**config.mk**
```make
export PLATFORM = sky130hd
export DESIGN_NAME = prf_alloc_ctrl
export DESIGN_NICKNAME = d
export VERILOG_FILES = /design/src/prf_pkg.sv /design/src/prf_alloc_ctrl.sv
export VERILOG_INCLUDE_DIRS = /design/src /design/src/src
export SDC_FILE = /design/constraint.sdc
export NUM_CORES = 1
export LEC_CHECK = 0
export ABC_AREA = 1
export BUFFER_PORTS_ARGS = -buffer_cell sky130_fd_sc_hd__clkbuf_2
export CORE_AREA = 2 2 39 41
export DETAILED_ROUTE_END_ITERATION = 16
export DIE_AREA = 0 0 41 43
export GPL_TIMING_DRIVEN = 0
export PLACE_DENSITY = 0.54
export RECOVER_POWER = 50
export SETUP_SLACK_MARGIN = 0.05
export SLEW_MARGIN = 40
export SYNTH_ARGS = -nofsm -noshare
export SYNTH_HDL_FRONTEND = slang
export SYNTH_SLANG_ARGS = --single-unit
```
**constraint.sdc**
```tcl
create_clock -name clk -period 2.5 [get_ports clk]
set_input_delay 0 -clock clk [delete_from_list [all_inputs] [get_ports clk]]
set_output_delay 0 -clock clk [all_outputs]
set_load 0.02 [all_outputs]
```
**src/prf_params.svh**
```systemverilog
//==========================================================================
// Sizing constants for the physical register file and rename logic
//==========================================================================

`ifndef PRF_PARAMS_SVH
`define PRF_PARAMS_SVH

// Number of physical registers including the hardwired zero entry
`define PRF_ENTRIES 64

// Width of a physical register index
`define PRF_IDX_W 6

// Width of a reorder buffer tag
`define ROB_ID_W 3

// Register data width
`define XLEN 32

// Number of common data bus result ports
`define CDB_PORTS 2

`endif

```
**src/prf_pkg.sv**
```systemverilog
//==========================================================================
// Shared types for the register file: index, tag, data, control state
//==========================================================================

`include "prf_params.svh"

package prf_pkg;

    // Physical register index
    // Value 0 stands for architectural x0
    typedef logic [`PRF_IDX_W-1:0] preg_idx_t;

    // Reorder buffer tag of the producing instruction
    typedef logic [`ROB_ID_W-1:0] rob_id_t;

    // One register value
    typedef logic [`XLEN-1:0] word_t;

    // Allocation controller states
    // INIT fills the free list after reset
    // RUN serves allocations and commits
    typedef enum logic {
        CTRL_INIT,
        CTRL_RUN
    } ctrl_state_e;

endpackage

```
**src/prf_alloc_ctrl.sv**
```systemverilog
//==========================================================================
// Allocation controller: free-list fill after reset, alloc and commit
//==========================================================================

`include "prf_params.svh"

module prf_alloc_ctrl (
    input  logic               clk,
    input  logic               rst,
    input  logic               alloc_valid,
    input  logic               commit_valid,
    input  prf_pkg::preg_idx_t commit_preg,
    input  logic               fl_empty,
    output logic               alloc_ready,
    output logic               alloc_fire,
    output logic               fl_push,
    output prf_pkg::preg_idx_t fl_push_idx,
    output logic               fl_pop
);

    // Index of the last register pushed during init
    localparam prf_pkg::preg_idx_t LAST_IDX = prf_pkg::preg_idx_t'(`PRF_ENTRIES - 1);

    prf_pkg::ctrl_state_e state;
    prf_pkg::ctrl_state_e state_next;

    // Next index to seed into the free list
    prf_pkg::preg_idx_t init_cnt;

    logic init_done;

    assign init_done = (state == prf_pkg::CTRL_INIT) && (init_cnt == LAST_IDX);

    always_comb begin
        state_next = state;
        case (state)
            prf_pkg::CTRL_INIT: begin
                if (init_done) begin
                    state_next = prf_pkg::CTRL_RUN;
                end
            end
            prf_pkg::CTRL_RUN: begin
                state_next = prf_pkg::CTRL_RUN;
            end
            default: begin
                state_next = prf_pkg::CTRL_INIT;
            end
        endcase
    end

    always_ff @(posedge clk) begin
        if (rst) begin
            state    <= prf_pkg::CTRL_INIT;
            // Index 0 is x0 so seeding starts at 1
            init_cnt <= prf_pkg::preg_idx_t'(1);
        end else begin
            state <= state_next;
            if (state == prf_pkg::CTRL_INIT) begin
                init_cnt <= init_cnt + 1'b1;
            end
        end
    end

    // Allocation only once the list is seeded and has an entry
    assign alloc_ready = (state == prf_pkg::CTRL_RUN) && !fl_empty;
    assign alloc_fire  = alloc_valid && alloc_ready;
    assign fl_pop      = alloc_fire;

    // Push mux
    // INIT seeds counter values, RUN returns committed registers
    always_comb begin
        if (state == prf_pkg::CTRL_INIT) begin
            fl_push     = 1'b1;
            fl_push_idx = init_cnt;
        end else begin
            // x0 is never returned to the list
            fl_push     = commit_valid && (commit_preg != '0);
            fl_push_idx = commit_preg;
        end
    end

endmodule

```
Word-level counts from Yosys, hierarchy flattened
Index checks and enable logic that the tools add are counted.
- add/sub/neg operators: 1
- equality and inequality tests: 1
- muxes and demuxes: 4
- bitwise logic cells: 1
- reduce and logical (&&, ||, !) cells: 6
- operator list (operator ; count):
    $add A6 B1 Y6 const B ; 1
    $eq A6 B6 Y1 const B ; 1
    $mux W6 ; 1
    $reduce_bool A6 Y1 ; 1
    $logic_and A1 B1 Y1 ; 4
    $mux W1 ; 2
    $pmux W1 S2 ; 1
    $logic_not A1 Y1 ; 1
    $not A1 Y1 ; 1
- bits in registers: 7
- bits of input ports: 11
- output and inout bits: 10
- logic and storage cells: 15

Logic depth before layout (Yosys ltp)
- depth in word-level cells: 4
- gate-level depth with buffers: 6
- mapped depth without buffers: 6

Worst setup path after synthesis
No wires, ideal clock.
- path kind: register to output
- start point: register state
- end point: output fl_pop
- arrival: 1.326 ns
- required time: 2.500 ns
- setup slack: 1.174 ns
- stages on the path, launching flop included: 4
- buffers on the path: 1
- cells stage by stage: dfxtp_1 -> inv_2 -> nor3b_1 -> buf_4
- longest elaborated chain between the ends: 2
- RTL lines (element ; line ; text):
    start, declared ; prf_alloc_ctrl.sv:24 ; prf_pkg::ctrl_state_e state;
    start signal, assigned ; prf_alloc_ctrl.sv:53 ; state <= prf_pkg::CTRL_INIT;
    start signal, assigned ; prf_alloc_ctrl.sv:57 ; state <= state_next;
    $logic_and A1 B1 Y1 ; prf_alloc_ctrl.sv:65 ; assign alloc_ready = (state == prf_pkg::CTRL_RUN) && !fl_empty;
    $logic_and A1 B1 Y1 ; prf_alloc_ctrl.sv:66 ; assign alloc_fire = alloc_valid && alloc_ready;
    end, declared ; prf_alloc_ctrl.sv:18 ; output logic fl_pop
No other way between the ends.

Worst setup path in the final report
Same ends and word-level chain as after synthesis.

==> out/qor.log <==
INFO  clock_tree     cts.clk_slew.worst_paths=50ps
INFO  sta            setup_total_negative_slack=0ps
INFO  sta            whs=282ps
INFO  finish         final_net_count=105
INFO  sta            tightestPinTransition=376ps
INFO  status         status=complete, no violations
INFO  clock_tree     cts_resized=0
INFO  clock_tree     cts_sinks=7
INFO  logic_synthesis synth_fp_nets=79
INFO  drt            detail_route.wl_per_cell=8.48µm
INFO  sta            report.final.slew_viol_count=0
INFO  setup_path     max_stage_delay=410ps
INFO  global_route   grt_start_max_net_pins=11
INFO  floorplan      chipWidth=41µm
INFO  logic_synthesis synth_top_family_by_area=simple AND/OR/NAND/NOR gates
INFO  place          finalWeightedCongestion=0.721
INFO  power_and_ir_drop power_density_over_cell_area=488nW/µm²
INFO  sta            portion_of_the_clock_cycle_consumed_by_the_worst_path_in_the_final_layout=0.566
INFO  finish         p_r_area_growth_vs_syn=36.8%
INFO  global_route   via_count_of_the_first_global_routing_pass=407
INFO  logic_synthesis yosysWarningCount=0
INFO  global_route   antenna_found_initial=0
INFO  finish         area.sequential=140µm²
INFO  logic_synthesis syn-cell-area=404µm²
INFO  clock_tree     clock-root-buffer=sky130_fd_sc_hd__clkbuf_4
INFO  floorplan      placeableCoreArea=1380µm²
INFO  logic_synthesis synth_top_cell_area_share=0.347
INFO  finish         share_of_layout_cells_above_drive_strength_1=0.261
INFO  logic_synthesis synth-seq-area-share=0.347
INFO  place          dp.final_hpwl=733µm
INFO  global_route   grt-ovfl-total=0
INFO  setup_path     end_kind=output port
INFO  drt            drt_first_pass_iters=4
INFO  clock_tree     cts_setup_buffers=0
INFO  sta            fin_skew=5.90ps
INFO  sta            fmax=706MHz
INFO  clock_tree     cts_buffer_depth=2
INFO  sta            hold_viol_final=0
INFO  floorplan      die_area=1760µm²
INFO  global_route   groute.usage.overall=0.129
INFO  floorplan      die_height=43µm
INFO  drt            drt-vias-per-instance=4.40
INFO  clock_tree     cts.hold.buffers_added=1
INFO  logic_synthesis number_of_library_cell_types_mapped_by_synthesis=14
INFO  logic_synthesis synthFlopType=sky130_fd_sc_hd__dfxtp_1
INFO  clock_tree     numCtsBuffers=3
INFO  logic_synthesis post_synth_main_area_contributors=sky130_fd_sc_hd__dfxtp_1 35%, sky130_fd_sc_hd__nand2_1 22%, sky130_fd_sc_hd__nor2_1 16%
INFO  logic_synthesis synthMuxAreaShare=0
INFO  flow_run       timing.max_cap.violations=0
INFO  setup_path     crit_path_start_kind=register
INFO  clock_tree     cts_tree=yes
INFO  setup_path     timing.critical_path.cells=inv_1 -> nor3b_1 -> buf_4 -> clkbuf_2
INFO  finish         fill_cells=169
INFO  sta            setup-violations-final=0
INFO  floorplan      floorplan.io_pins=21
INFO  min_path       holdCritPathClass=in -> out
INFO  setup_path     cp_data_arrival_time=1420ps
INFO  global_route   first_pass_grt_wire_length=1520µm
INFO  setup_path     buf_inv_on_cp=3
INFO  logic_synthesis synth-xor-area-share=0
INFO  drt            route.antenna.remaining_nets=0
INFO  logic_synthesis synthesized_area_fraction_occupied_by_adder_cells=0.0310
INFO  logic_synthesis syn-instance-count=67
INFO  finish         layout.core_utilization=0.400
INFO  logic_synthesis simple_gate_portion_of_the_synthesized_area=0.477
INFO  setup_path     path_max_fanout=10
INFO  setup_path     wp_data_required=2500ps
INFO  logic_synthesis synth-compound-area-share=0.0867
INFO  power_and_ir_drop static-leakage-power=0.281nW
INFO  logic_synthesis post-synth-top-count-cell=sky130_fd_sc_hd__nand2_1
INFO  drt            drt-total-wl=916µm
INFO  floorplan      rows=14
INFO  clock_tree     htree_num_levels=1
INFO  drt            drc=0
INFO  logic_synthesis ys_async_sr_fraction=0
INFO  sta            slew_headroom=0.749
INFO  drt            initialDrtViolationCount=6
INFO  setup_path     worst_path_dominant_cell_family=buffers and inverters
INFO  finish         n_antenna_cell=0
INFO  setup_path     setup.worst_path.class=reg -> out
INFO  logic_synthesis ys_seq_elements=7
INFO  setup_path     timing.critical_path.slowest_stage_cell=sky130_fd_sc_hd__dfxtp_1
INFO  sta            setup_repair_after_global_routing_missed_its_margin=false
INFO  clock_tree     worstSkewPairLatency=250ps
INFO  logic_synthesis synth-edff-count=0
INFO  logic_synthesis synth_common_cells=24 x sky130_fd_sc_hd__nand2_1, 17 x sky130_fd_sc_hd__nor2_1, 7 x sky130_fd_sc_hd__dfxtp_1
INFO  logic_synthesis synth_area_leader_cell=sky130_fd_sc_hd__dfxtp_1
INFO  logic_synthesis syn-mean-instance-area=6.03µm²
INFO  finish         multi_input_area=235µm²
INFO  sta            layout_min_cycle_time=1420ps
INFO  drt            vias=475
INFO  floorplan      starting_density=0.292
INFO  power_and_ir_drop vdd.ir_drop.worst=0.000273V
INFO  place          numPortBuffers=20
==> metrics by stage <==
stage | setup WS, ps | instance area [µm²] | instances | total power [mW]
2_1_floorplan | 1170 | 404 | 67 | 0.149
3_3_place_gp | 1400 | 524 | 103 | 0.168
3_5_place_dp | 1400 | 524 | 103 | 0.168
4_1_cts | 1110 | 561 | 108 | 0.275
5_1_grt | 902 | 553 | 108 | 0.291
6_report | 1080 | 553 | 108 | 0.270
==> final cells by class <==
class	count	share of cell area
plain buffers	2	0.0204
clock buffers	4	0.0475
inverters	3	0.0204
multi-input cells	55	0.425
flip-flops and latches	7	0.253
well taps	16	0.0362
repair buffers	21	0.197
==> registers in the layout, summed over array words and instances (netlist names) <==
register,cells
init_cnt,6
state,1
==> cell usage in the layout, fill, tap and decap left out <==
master,count
sky130_fd_sc_hd__ha_1,1
sky130_fd_sc_hd__dlygate4sd3_1,1
sky130_fd_sc_hd__clkbuf_1,3
sky130_fd_sc_hd__nor2_2,1
sky130_fd_sc_hd__o21ai_0,5
sky130_fd_sc_hd__clkbuf_2,19
sky130_fd_sc_hd__a21oi_1,2
sky130_fd_sc_hd__nand2_1,24
sky130_fd_sc_hd__dfxtp_1,7
sky130_fd_sc_hd__nor2_1,17
sky130_fd_sc_hd__nand3_1,4
sky130_fd_sc_hd__buf_4,1
sky130_fd_sc_hd__nor3b_1,1
sky130_fd_sc_hd__clkbuf_4,3
sky130_fd_sc_hd__inv_1,3
==> tightest hold or removal path: cells and delay by family <==
kind	cells	cell delay (ps)
buf+inv	2	250
simple gates	1	40
==> logic make-up after synthesis <==
logic type	after synthesis
compound gates	7
fa+ha+maj	1
buf+inv	5
flops	7
simple gates	47
==> report_power, final <==
part	switching, mW	total (mW)	internal (mW)
Clock	0.0422	0.103	0.0610
Combinational	0.0250	0.0434	0.0185
Sequential	0.00547	0.123	0.118
==> path summary, 6_finish.rpt <==
kind	start	end	slack, ps	cells after the start
setup / recovery	state	fl_pop	1080	4
hold / removal	fl_empty	alloc_ready	280	3
setup reg to reg	init_cnt[0]	init_cnt[4]	1430	6
hold reg to reg	init_cnt[2]	init_cnt[2]	500	2
==> routing by layer <==
layer	GRT usage	up-vias	share of wire
met5	0	-	0
met4	0.0800	0	0.011
met3	0.0471	2	0.050
met2	0.197	10	0.49
met1	0.142	203	0.45
li1	-	260	-
Note: power is estimated with default switching activity, not from simulation.
