`src/prf_params.svh`:
```
//==========================================================================
// Sizing constants for the physical register file and rename logic
//==========================================================================

`ifndef PRF_PARAMS_SVH
`define PRF_PARAMS_SVH

// Number of physical registers including the hardwired zero entry
`define PRF_ENTRIES 64

// Width of a physical register index
`define PRF_IDX_W 6

// Width of a reorder buffer tag
`define ROB_ID_W 3

// Register data width
`define XLEN 32

// Number of common data bus result ports
`define CDB_PORTS 2

`endif

```
`src/prf_pkg.sv`:
```
//==========================================================================
// Shared types for the register file: index, tag, data, control state
//==========================================================================

`include "prf_params.svh"

package prf_pkg;

    // Physical register index
    // Value 0 stands for architectural x0
    typedef logic [`PRF_IDX_W-1:0] preg_idx_t;

    // Reorder buffer tag of the producing instruction
    typedef logic [`ROB_ID_W-1:0] rob_id_t;

    // One register value
    typedef logic [`XLEN-1:0] word_t;

    // Allocation controller states
    // INIT fills the free list after reset
    // RUN serves allocations and commits
    typedef enum logic {
        CTRL_INIT,
        CTRL_RUN
    } ctrl_state_e;

endpackage

```
`src/free_list.sv`:
```
//==========================================================================
// Circular FIFO holding the free physical register indices
//==========================================================================

`include "prf_params.svh"

module free_list (
    input  logic               clk,
    input  logic               rst,
    input  logic               push,
    input  prf_pkg::preg_idx_t push_idx,
    input  logic               pop,
    output prf_pkg::preg_idx_t head_idx,
    output logic               empty
);

    // Slot storage, only slots between read and write pointer hold indices
    prf_pkg::preg_idx_t slots [`PRF_ENTRIES];

    // Pointers wrap naturally over the power-of-two depth
    logic [`PRF_IDX_W-1:0] rd_ptr;
    logic [`PRF_IDX_W-1:0] wr_ptr;

    // One extra bit so a full list is distinguishable
    logic [`PRF_IDX_W:0] count;

    logic do_push;
    logic do_pop;

    assign empty    = (count == '0);
    assign head_idx = slots[rd_ptr];

    // Pop on an empty list is dropped
    assign do_pop = pop && !empty;
    // Push into a full list is dropped
    assign do_push = push && (count != (`PRF_IDX_W+1)'(`PRF_ENTRIES));

    always_ff @(posedge clk) begin
        if (do_push) begin
            slots[wr_ptr] <= push_idx;
        end
    end

    always_ff @(posedge clk) begin
        if (rst) begin
            rd_ptr <= '0;
            wr_ptr <= '0;
            count  <= '0;
        end else begin
            if (do_push) begin
                wr_ptr <= wr_ptr + 1'b1;
            end
            if (do_pop) begin
                rd_ptr <= rd_ptr + 1'b1;
            end
            // Simultaneous push and pop leaves the count alone
            case ({do_push, do_pop})
                2'b10:   count <= count + 1'b1;
                2'b01:   count <= count - 1'b1;
                default: count <= count;
            endcase
        end
    end

endmodule

```
`config.mk`:
```
export PLATFORM = sky130hd
export DESIGN_NAME = free_list
export DESIGN_NICKNAME = d
export VERILOG_FILES = /design/src/prf_pkg.sv /design/src/free_list.sv
export VERILOG_INCLUDE_DIRS = /design/src /design/src/src
export SDC_FILE = /design/constraint.sdc
export NUM_CORES = 1
export LEC_CHECK = 0
export BUFFER_PORTS_ARGS = -buffer_cell sky130_fd_sc_hd__buf_2
export CAP_MARGIN = 20
export CELL_PAD_IN_SITES_DETAIL_PLACEMENT = 0
export CELL_PAD_IN_SITES_GLOBAL_PLACEMENT = 1
export CORE_ASPECT_RATIO = 1.5
export CORE_MARGIN = 5
export CORE_UTILIZATION = 55
export CTS_CLUSTER_SIZE = 24
export DETAILED_ROUTE_END_ITERATION = 10
export GPL_ROUTABILITY_DRIVEN = 0
export PLACE_DENSITY_LB_ADDON = 0.1
export SYNTH_ARGS = -nofsm -noshare
export SYNTH_HDL_FRONTEND = slang
export SYNTH_SLANG_ARGS = --single-unit
```
`constraint.sdc`:
```
create_clock -name clk -period 3.6 [get_ports clk]
set_clock_uncertainty 0.05 [all_clocks]
set_input_delay 0.72 -clock clk [delete_from_list [all_inputs] [get_ports clk]]
set_output_delay 0.72 -clock clk [all_outputs]
set_load 0.02 [all_outputs]
```
Word level (Yosys, flattened, before mapping)
Memory sizes are Yosys's and may differ from the RTL's. A register that Yosys moved wholly into a read port is not among the register bits.
Index checks and enable logic that the tools add are counted.
{"block": "totals", "wordCells": 21, "mem_bits_ro": 0, "n_memories": 1, "reg_bits": 19, "ramBits": 384, "input_bits": 10, "out_inout_bits": 7, "latch_bits": 0}
{"name": "slots", "words": 64, "word_bits": 6, "read_ports": 1, "rd_clocked_by_memory_dff": 1, "wr": 1, "line_no": "free_list.sv:18", "text": "prf_pkg::preg_idx_t slots [`PRF_ENTRIES];"}
{"block": "op_classes", "shifts": 0, "multipliers": 0, "n_addsub": 4, "reduce_logical": 5, "mux": 5, "magnitude_cmp": 0, "div_mod_pow": 0, "eq_ne": 3, "bitwise": 0}
{"cell": "case mux 7 bit (2 select lines)", "count": 1}
{"cell": "adder 6 x 1 -> 6 bit, second input constant", "count": 2}
{"cell": "2-to-1 mux 6 bit", "count": 2}
{"cell": "adder 7 x 1 -> 7 bit, second input constant", "count": 1}
{"cell": "logical NOT 7 bit", "count": 1}
{"cell": "!= test 7 bit, second input constant", "count": 1}
{"cell": "subtractor 7 x 1 -> 7 bit, second input constant", "count": 1}
{"cell": "== test 2 x 1 -> 1 bit, second input constant", "count": 1}
{"cell": "== test 2 bit, second input constant", "count": 1}
{"cell": "logical AND 1 bit", "count": 2}
{"cell": "2-to-1 mux 1 bit", "count": 2}
{"cell": "nonzero test 2 bit", "count": 1}
{"cell": "logical NOT 1 bit", "count": 1}

Logic depth before layout (Yosys ltp)
Gate-level depths: netlist of run 1.
{"block": "logic_depth", "depth_word": 5, "mapped_depth": 13, "mapped_depth_nobuf": 11}

Worst setup path after synthesis of run 1
OpenSTA, ideal clock, no wires.
{"block": "synth_timing", "path_type": "reg-to-reg", "startpoint": "register count[3]", "endpoint": "register count[4]", "setup_slack_ns": 0.355, "arrival_ns": 3.124, "setup_time_ns": 0.071, "n_path_buf": 3, "period_less_slack_ns": 3.245, "path_stages_with_launch": 14, "required_time_ns": 3.479, "cell_sequence": "dfxtp_1 > buf_2 > or4_4 > o41a_1 > buf_2 > ha_1 > buf_1 > xor2_1 > ha_1 > a21oi_1 > a31o_2 > a22oi_1 > or3_1 > a21oi_1"}
{"block": "synth_via", "elab_chain_cells": 5, "elab_cells_between_ends": 11, "classes_between": "add/sub: 2; eq/ne: 3; mux: 1; reduce/logical: 5"}
{"item": "start, declared", "line_no": "free_list.sv:25", "text": "logic [`PRF_IDX_W:0] count;"}
{"item": "start signal, assigned", "line_no": "free_list.sv:58", "text": "2'b10: count <= count + 1'b1;"}
{"item": "start signal, assigned", "line_no": "free_list.sv:59", "text": "2'b01: count <= count - 1'b1;"}
{"item": "start signal, assigned", "line_no": "free_list.sv:60", "text": "default: count <= count;"}
{"item": "parallel branches: the longest is 5 deep, another holds subtractor 7 x 1 -> 7 bit"}
Parallel ways; which one is timed is not known.
A chain may end at the register's enable or synchronous reset.

==> results of run 1 <==
[synthesized netlist by cell type, types with 2 or more instances]
cell type,instances
o211ai_1,3
nand3b_1,5
mux2i_1,20
mux4_1,3
nand2b_1,3
clkbuf_1,12
mux4_2,94
a22oi_1,11
edfxtp_1,384
buf_4,7
nor2b_1,14
a211oi_1,4
o22ai_1,3
or3_1,3
a21oi_1,12
a31oi_1,2
nand4_1,7
o21ai_0,17
inv_1,4
and3b_1,2
xnor2_1,3
ha_1,5
nand3_1,12
mux2_2,3
and2_1,2
a311oi_1,2
nor4_1,2
buf_2,23
nand2_1,29
buf_6,2
nor2_1,91
a22o_1,2
a311o_1,2
xor2_1,11
a221oi_1,6
buf_1,4
dfxtp_1,25
[sequential cells by signal, summed over array words and instances (netlist names), named ones only]
signal  flops
slots     384
count       7
rd_ptr      6
wr_ptr      6
[metal layers]
metal	vias up	wire length [um]
li1	3577	-
met1	4312	13600
met2	254	20300
met3	60	1810
met4	0	994
met5	-	0
[timing repair]
action | in CTS | in global routing
pin swaps | 1 | 2
cloned | 0 | 3
setup endpoints to repair | 6 | 5
gates resized for setup | 5 | 17
setup buffers | 7 | 10
[per-stage QoR]
step                instance area (um^2)  hold WS, ps
floorplan                          16200          435
global route                       18500          545
global placement                   16900          503
finish                             18500          510
detailed placement                 16900          498
CTS                                18200          518
[power breakdown]
group	internal [uW]	switching [uW]	total, uW	leakage [uW]
Sequential	5290	130	5420	0.00366
Combinational	1130	1170	2300	0.00148
Clock	2360	1680	4040	0.000608
Total	8780	2980	11800	0.00575
[cell families after synthesis]
kind of cell	synth area share (%)
compound gates	3.04
xor+xnor	0.755
fa+ha+maj	0.385
buf+inv	1.63
flops	74.1
mux	15.0
simple gates	5.13
[critical path: cells and delay by family, from the launching register on]
kind	cells	cell delay (ps)
AOI/OAI and AO/OA	3	800
buffers and inverters	3	580
muxes	1	340
DFF	1	520
[final cells by class]
class,instances,share of cell area (%)
clock inverters,19,1.19
multi-input cells,390,21.4
flip-flops and latches,409,65.2
well taps,395,2.68
inverters,4,0.0813
clock buffers,47,5.50
repair buffers,73,3.88
[worst max path at each step]
stage,start,end,slack (ps),cells after the start
2_1_floorplan,count[3]$_SDFFE_PP0P_,count[4]$_SDFFE_PP0P_,360,13
3_3_place_gp,flip-flop,head_idx[0],360,7
3_5_place_dp,flip-flop,head_idx[0],370,7
4_1_cts,flip-flop,head_idx[5],0.6,7
5_1_grt,flip-flop,head_idx[3],-30,7
6_report,flip-flop,head_idx[5],60,7
==> results.yml, run 1 <==
sta:
  tns_ps: 0
  maxSlewViolCount: 0
  rsz0062_at_grt: "yes"
  period_share_pct: 98.4
  postLayoutSetupSlackWorst_ps: 56.8
  max_freq_ghz: 0.282
  finalHoldViolations: 0
  relSlewSlack_pct: 26.9
  setup_viol: 0
  final.min_clock_period_ps: 3540
  tightestPinTransition_ps: 1100
layout:
  seqCellArea_mm2: 0.0120
  fin_util_pct: 63.1
  fillers: 2106
  diodes: 0
  layoutNonFillerInstCount: 1337
  multi_input_area_mm2: 0.00396
  final_common_cell: "edfxtp_1"
  syn2layout_area_growth_pct: 13.7
  layout_common_cells: "edfxtp_1, mux4_2, nor2_1, buf_4, clkbuf_16"
  final_nets: 930
  drive_gt1_share_pct: 25.8
floorplan:
  coreArea_mm2: 0.0293
  io-pin-count: 17
  die_w_um: 150
  die_h_um: 220
  rows: 77
  start_util_pct: 55.4
  die_area_mm2: 0.0331
logic_synthesis:
  synthCells: 851
  synth_top_area_share_pct: 71.0
  seq_area_frac_synth_pct: 74.1
  synth_edf_count: 384
  async_reset_ff_share_pct: 0
  synth_nets: 866
  synth_area_leaders: "edfxtp_1, mux4_2, dfxtp_1"
  syn-mean-instance-area_um2: 19.1
  synth-seq-cells: 409
  synth_cell_types: 54
  synth_top_flop_cell: "edfxtp_1"
  yosys_warnings: 0
  synth_area_leader_cell: "edfxtp_1"
  netlist_area_mm2: 0.0162
grt:
  grt_pass1_wl_um: 54500
  use_met1_pct: 28.9
  grt_pass1_vias: 8415
  grtUsageMet3_pct: 3.67
  grtUsageMet2_pct: 40.4
  busiest_layer: "met2"
  antenna_found_initial: 0
  track_usage_pct: 22.8
  grt-ovfl-total: 0
  grt_max_degree: 65
detailed_routing:
  firstDrtPassIters: 5
  wl_per_cell_um: 27.4
  routed_via_density: 6.14
  drt_iter0_markers: 722
  drt_wl_total_um: 36700
  antenna_left: 0
  vias: 8203
  drc_errors: 0
clock_network:
  root_buffer: "clkbuf_16"
  clk_pin_slew_worst_paths_ps: 60
  clk_latency_ps: 540
  holdBufCountCts: 0
  cts_buffer_depth: 3
  htreeDepth: 2
  cts_tree: "done"
  cts_buffers: 37
  cts_sinks: 409
placement:
  io_buffers: 16
  dp.cells: 1249
  dpl.hpwl_um: 23100
  place_ws_ps: 371
job:
  max_cap_viol_count: 0
critical_path:
  cp-start-kind: "flip-flop"
  worstPathRequired_ps: 2830
  reg2reg_depth: 10
  crit_top_cell: "buf_4"
  worstPathCellList: "buf_4 -> buf_4 -> mux4_2 -> a22o_1 -> a221oi_1 -> o211ai_1 -> buf_2"
  critical-path-max-stage-delay_ps: 520
  crit_path_top_delay_cell: "dfxtp_4"
  criticalPathCategory: "flip-flop to output port"
  critPathMaxFanout: 13
  r2r_slack_ps: 360
  cp.arrival_ps: 2770
  timing.rr.start: "count[2]$_SDFFE_PP0P_"
  crit_path_end_kind: "output port"
  rr_endpoint: "count[4]$_SDFFE_PP0P_"
hold_path:
  hp-class: "flip-flop to flip-flop"
  min_path_cells: 2
  min-delay-start: "rd_ptr[1]$_SDFFE_PP0N_"
outcome:
  status: "finished clean"
pwr:
  p_leak_uw: 0.00575
  finalPower_uw: 11800
  powerDensity_mw_per_mm2: 637
  vdd_drop_max_uv: 442
No activity file was read; power rests on OpenSTA's default activity.
==> run 2, diff against run 1 <==
BUFFER_PORTS_ARGS = -buffer_cell sky130_fd_sc_hd__buf_4   (was -buffer_cell sky130_fd_sc_hd__buf_2)
CELL_PAD_IN_SITES_DETAIL_PLACEMENT = 1   (was 0)
CELL_PAD_IN_SITES_GLOBAL_PLACEMENT = 2   (was 1)
CORE_UTILIZATION = 49   (was 55)
clock period = 3.5 ns   (was 3.6 ns; I/O delays follow)
==> run 2 against run 1 <==
Effect of this change: the flow now finishes with violations (setup timing); design area rose by 3.0%; non-clock buffer count grew 58; final cell count rose by 6.1%; sequential power increased by 3%; sequential cell count unchanged; critical path depth stayed put; critical path type unchanged; critical endpoint is now head_idx[3]; largest power group unchanged; highest routed layer unchanged.
==> results.yml, run 2 (synthesized netlist as in run 1, its figures left out) <==
placement:
  dp.cells: 1314
  dpl.hpwl_um: 24700
  place_ws_ps: 191
  io_buffers: 16
  dpl-instance-area_mm2: 0.0173
layout:
  diodes: 0
  reg.largest.list: "slots x384, count x7"
  regMostFlops: "slots"
  drive_gt1_share_pct: 30.7
  multi_input_area_mm2: 0.00399
  final_nets: 990
  largest_register_ffs: 384
  layout_common_cells: "edfxtp_1, buf_4, mux4_2, nor2_1, clkbuf_16"
  syn2layout_area_growth_pct: 17.1
  final_common_cell: "edfxtp_1"
  layoutNonFillerInstCount: 1419
  final_area_mm2: 0.0190
  fillers: 2886
  seqCellArea_mm2: 0.0120
clock_network:
  cts_tree: "done"
  clk_latency_ps: 530
  holdBufCountCts: 0
  clk_pin_slew_worst_paths_ps: 60
  htreeDepth: 2
  root_buffer: "clkbuf_16"
  cts_buffer_depth: 3
  cts_sinks: 409
  cts_buffers: 39
grt:
  grt_pass1_vias: 9160
  grtUsageMet2_pct: 38.7
  grt-ovfl-total: 0
  use_met1_pct: 28.5
  busiest_layer: "met2"
  grtUsageMet3_pct: 2.64
  grt_pass1_wl_um: 58800
  track_usage_pct: 21.8
  antenna_found_initial: 0
  grt_max_degree: 65
detailed_routing:
  drc_errors: 0
  vias: 8386
  firstDrtPassIters: 5
  wl_per_cell_um: 27.6
  drt_wl_total_um: 39200
  routed_via_density: 5.91
  antenna_left: 0
  drt_iter0_markers: 552
sta:
  setup_viol: 1
  rsz0062_at_grt: "yes"
  tightestPinTransition_ps: 773
  max_freq_ghz: 0.286
  final.min_clock_period_ps: 3500
  finalHoldViolations: 0
  maxSlewViolCount: 0
  period_share_pct: 100
  postLayoutSetupSlackWorst_ps: -2.18
  relSlewSlack_pct: 48.4
  tns_ps: -2.18
critical_path:
  worstPathCellList: "buf_12 -> mux4_2 -> mux4_2 -> nor3b_2 -> a31oi_1 -> o311a_1 -> buf_6"
  critPathMaxFanout: 6
  path_buf_inv: 2
  critical-path-max-stage-delay_ps: 510
  cp.arrival_ps: 2750
  crit_top_cell: "mux4_2"
  worstPathRequired_ps: 2750
  critical_path.top_delay_family: "multiplexers"
  cp-start-kind: "flip-flop"
  crit_path_end_kind: "output port"
  crit_path_top_delay_cell: "mux4_2"
  criticalPathCategory: "flip-flop to output port"
floorplan:
  die_w_um: 159
  io-pin-count: 17
  rows: 81
  die_h_um: 233
  coreArea_mm2: 0.0326
  die_area_mm2: 0.0370
  start_util_pct: 49.8
pwr:
  p_seq_share_pct: 45.4
  p_sw_uw: 3140
  vdd_drop_max_uv: 486
  p_sw_share_pct: 25.5
  power_frac_comb_pct: 21.3
  clkPwrFrac_pct: 33.3
  powerDensity_mw_per_mm2: 646
  p_int_uw: 9150
  p_leak_uw: 0.00609
  finalPower_uw: 12300
job:
  max_cap_viol_count: 0
hold_path:
  hp-class: "input port to flip-flop"
outcome:
  status: "complete, but fails checks"
  violations: "setup timing"
==> run 2: cell types whose count changed in the layout (fill, tap and decap cells not counted), sizes merged, moves of 2 or more <==
cell,delta
clkinv,+7
bufinv,-2
buf,+58
clkbuf,-2
==> run 2: path summary, 6_finish.rpt <==
check                                       startpoint  cells past startpoint  slack [ps]                endpoint
worst max-delay path                         flip-flop                      7          -2             head_idx[3]
worst min-delay path                               rst                      2         470  rd_ptr[0]$_SDFFE_PP0N_
worst min register to register  rd_ptr[5]$_SDFFE_PP0N_                      2         500               flip-flop
worst max register to register   count[2]$_SDFFE_PP0P_                     10         240   count[4]$_SDFFE_PP0P_
==> run 2: area by class of cell <==
type / instances / area share, %
flip-flops and latches: 409 / 63.3
well taps: 415 / 2.73
repair buffers: 131 / 6.43
multi-input cells: 390 / 21.0
clock buffers: 46 / 5.49
clock inverters: 24 / 0.993
inverters: 4 / 0.0789
==> run 2: repair_timing <==
action                                  4_1_cts  5_1_grt
endpoints found under the setup margin        6        7
gates cloned                                  1        2
resized for setup                             9       17
pin swaps                                     1        4
buffers inserted                             14       18
==> run 2: routing by layer <==
layer  vias up  part of all wire [%]
met3        41                   3.7
li1       3690                     -
met2       191                    54
met5         -                     0
met1      4464                    40
met4         0                   1.9
==> run 2: metrics by stage <==
stage | hold slack [ps] | util, %
final | 468 | 58.3
after detailed placement | 484 | 53.1
after floorplan | 435 | -
after global placement | 472 | 53.1
after global routing | 474 | 58.3
after CTS | 453 | 57.5
==> run 2: worst register-to-register path, stage by stage, from the launching register on <==
cell and delay (ps):
dfxtp_1 410, or4_4 590, o41a_1 470, ha_1 280, xor2_1 150, ha_1 220
a21oi_2 80, o311ai_0 340, a22oi_1 140, or3_1 330, a21oi_1 140
==> run 2: power groups by stage <==
stage,Clock (uW),Sequential (uW),Combinational (uW)
finish,4090,5570,2620
global route,4400,5590,2820
CTS,4190,5570,2450
detailed placement,0,5740,2200
global placement,0,5730,2150
floorplan,0,5580,1590
==> run 3, diff against run 2 <==
SKIP_CTS_REPAIR_TIMING = 1   (was default)
==> run 3 against run 2 <==
Effect of this change: critical path type unchanged; non-clock buffer count is the same; largest cell class unchanged; count of clock-buffer cells in the layout did not move; power is 0.36% higher; largest power group unchanged; the run now ends clean; core utilization is 0.065 points higher; sequential power is essentially flat; sequential share of layout area fell by 0.071 points; die area stayed put; worst hold slack improved by 1.7 ps; clock power hardly changed; register-to-register slack hardly changed.
==> results.yml, run 3 (synthesized netlist as in run 1, its figures left out) <==
layout:
  syn2layout_area_growth_pct: 17.3
  fin_util_pct: 58.3
  reg.largest.list: "slots x384, count x7"
  fillers: 2879
  final_nets: 990
  final_common_cell: "edfxtp_1"
  seqCellArea_mm2: 0.0120
  diodes: 0
  largest_register_ffs: 384
  layout_common_cells: "edfxtp_1, buf_4, mux4_2, nor2_1, clkbuf_16"
  multi_input_area_mm2: 0.00401
  regMostFlops: "slots"
  drive_gt1_share_pct: 30.9
  final_area_mm2: 0.0190
pwr:
  clkPwrFrac_pct: 33.2
  p_leak_uw: 0.00609
  power_frac_comb_pct: 21.6
  powerDensity_mw_per_mm2: 647
  p_sw_share_pct: 25.6
  p_int_uw: 9170
  p_seq_share_pct: 45.2
  p_sw_uw: 3160
  vdd_drop_max_uv: 483
grt:
  grt_pass1_wl_um: 57700
  grtUsageMet2_pct: 38.0
  antenna_found_initial: 0
  grt_pass1_vias: 9067
  grt-ovfl-total: 0
  grt_max_degree: 65
  grtUsageMet3_pct: 2.62
  track_usage_pct: 21.3
  busiest_layer: "met2"
  use_met1_pct: 27.7
clock_network:
  clk_latency_ps: 530
  cts_tree: "done"
  htreeDepth: 2
  cts_sinks: 409
  clk_pin_slew_worst_paths_ps: 60
  cts_buffer_depth: 3
  cts_buffers: 39
  root_buffer: "clkbuf_16"
floorplan:
  die_w_um: 159
  start_util_pct: 49.8
  coreArea_mm2: 0.0326
  die_area_mm2: 0.0370
  io-pin-count: 17
  die_h_um: 233
  rows: 81
sta:
  final.min_clock_period_ps: 3490
  setup_viol: 0
  maxSlewViolCount: 0
  rsz0062_at_grt: "yes"
  max_freq_ghz: 0.287
  finalHoldViolations: 0
  period_share_pct: 99.6
  hold_slack_ps: 470
  relSlewSlack_pct: 48.7
  tightestPinTransition_ps: 769
critical_path:
  critPathMaxFanout: 10
  worstPathRequired_ps: 2750
  r2r_slack_ps: 230
  reg2reg_depth: 10
  cp.arrival_ps: 2740
  criticalPathCategory: "flip-flop to output port"
  cp-start-kind: "flip-flop"
  crit_path_end_kind: "output port"
detailed_routing:
  drt_iter0_markers: 539
  drc_errors: 0
  routed_via_density: 5.94
  vias: 8424
  firstDrtPassIters: 5
  wl_per_cell_um: 27.6
  antenna_left: 0
  drt_wl_total_um: 39100
hold_path:
  min_path_cells: 2
  hp-class: "input port to flip-flop"
placement:
  io_buffers: 16
  dpl.hpwl_um: 24700
  dpl-instance-area_mm2: 0.0173
outcome:
  status: "finished clean"
job:
  max_cap_viol_count: 0
-- run 3: cell types whose count changed in the layout (fill, tap and decap cells not counted), sizes merged --
cell,change
buf,+1
bufbuf,-1
-- run 3: final cells by class --
class | count | area share (%)
clock inverter | 24 | 0.992
sequential | 409 | 63.3
inverter | 4 | 0.0789
multi-input combinational | 390 | 21.1
tap | 415 | 2.73
clock buffer | 46 | 5.49
timing repair buffer | 131 | 6.40
-- run 3: metal layers --
layer	share of wire, %	routed length, um	vias up
li1	-	-	3693
met1	40	15500	4479
met2	55	21500	215
met3	4.2	1640	37
met4	1.4	551	0
met5	0	0	-
-- run 3: path summary, 6_finish.rpt --
check,from,end
setup / recovery,flip-flop,head_idx[3]
hold / removal,rst,rd_ptr[0]$_SDFFE_PP0N_
setup reg to reg,count[2]$_SDFFE_PP0P_,count[4]$_SDFFE_PP0P_
hold reg to reg,rd_ptr[5]$_SDFFE_PP0N_,flip-flop
-- run 3: power by group through the flow --
| stage | Combinational [uW] | Clock (uW) | Sequential [uW] |
|---|---|---|---|
| floorplan | 1590 | 0 | 5580 |
| global placement | 2150 | 0 | 5730 |
| detailed placement | 2200 | 0 | 5740 |
| CTS | 2210 | 4190 | 5630 |
| global route | 2860 | 4400 | 5580 |
| finish | 2670 | 4090 | 5570 |
-- run 3: worst max-delay path, cell delays in order (launching register included) --
cell	delay (ps)
dfxtp_4	420
buf_12	150
buf_16	150
mux4_2	490
nor2b_1	150
a211oi_2	220
a21oi_1	90
o311a_1	370
buf_6	160
-- run 3: metrics by stage --
step	TNS, ps	cells	setup WS (ps)	power (uW)
after floorplan	0	851	255	7180
after global placement	0	1314	304	7880
after detailed placement	0	1314	191	7940
after CTS	-1370	1384	-319	12000
after global routing	-90.1	1419	-61.0	12800
final	0	1419	14.0	12300
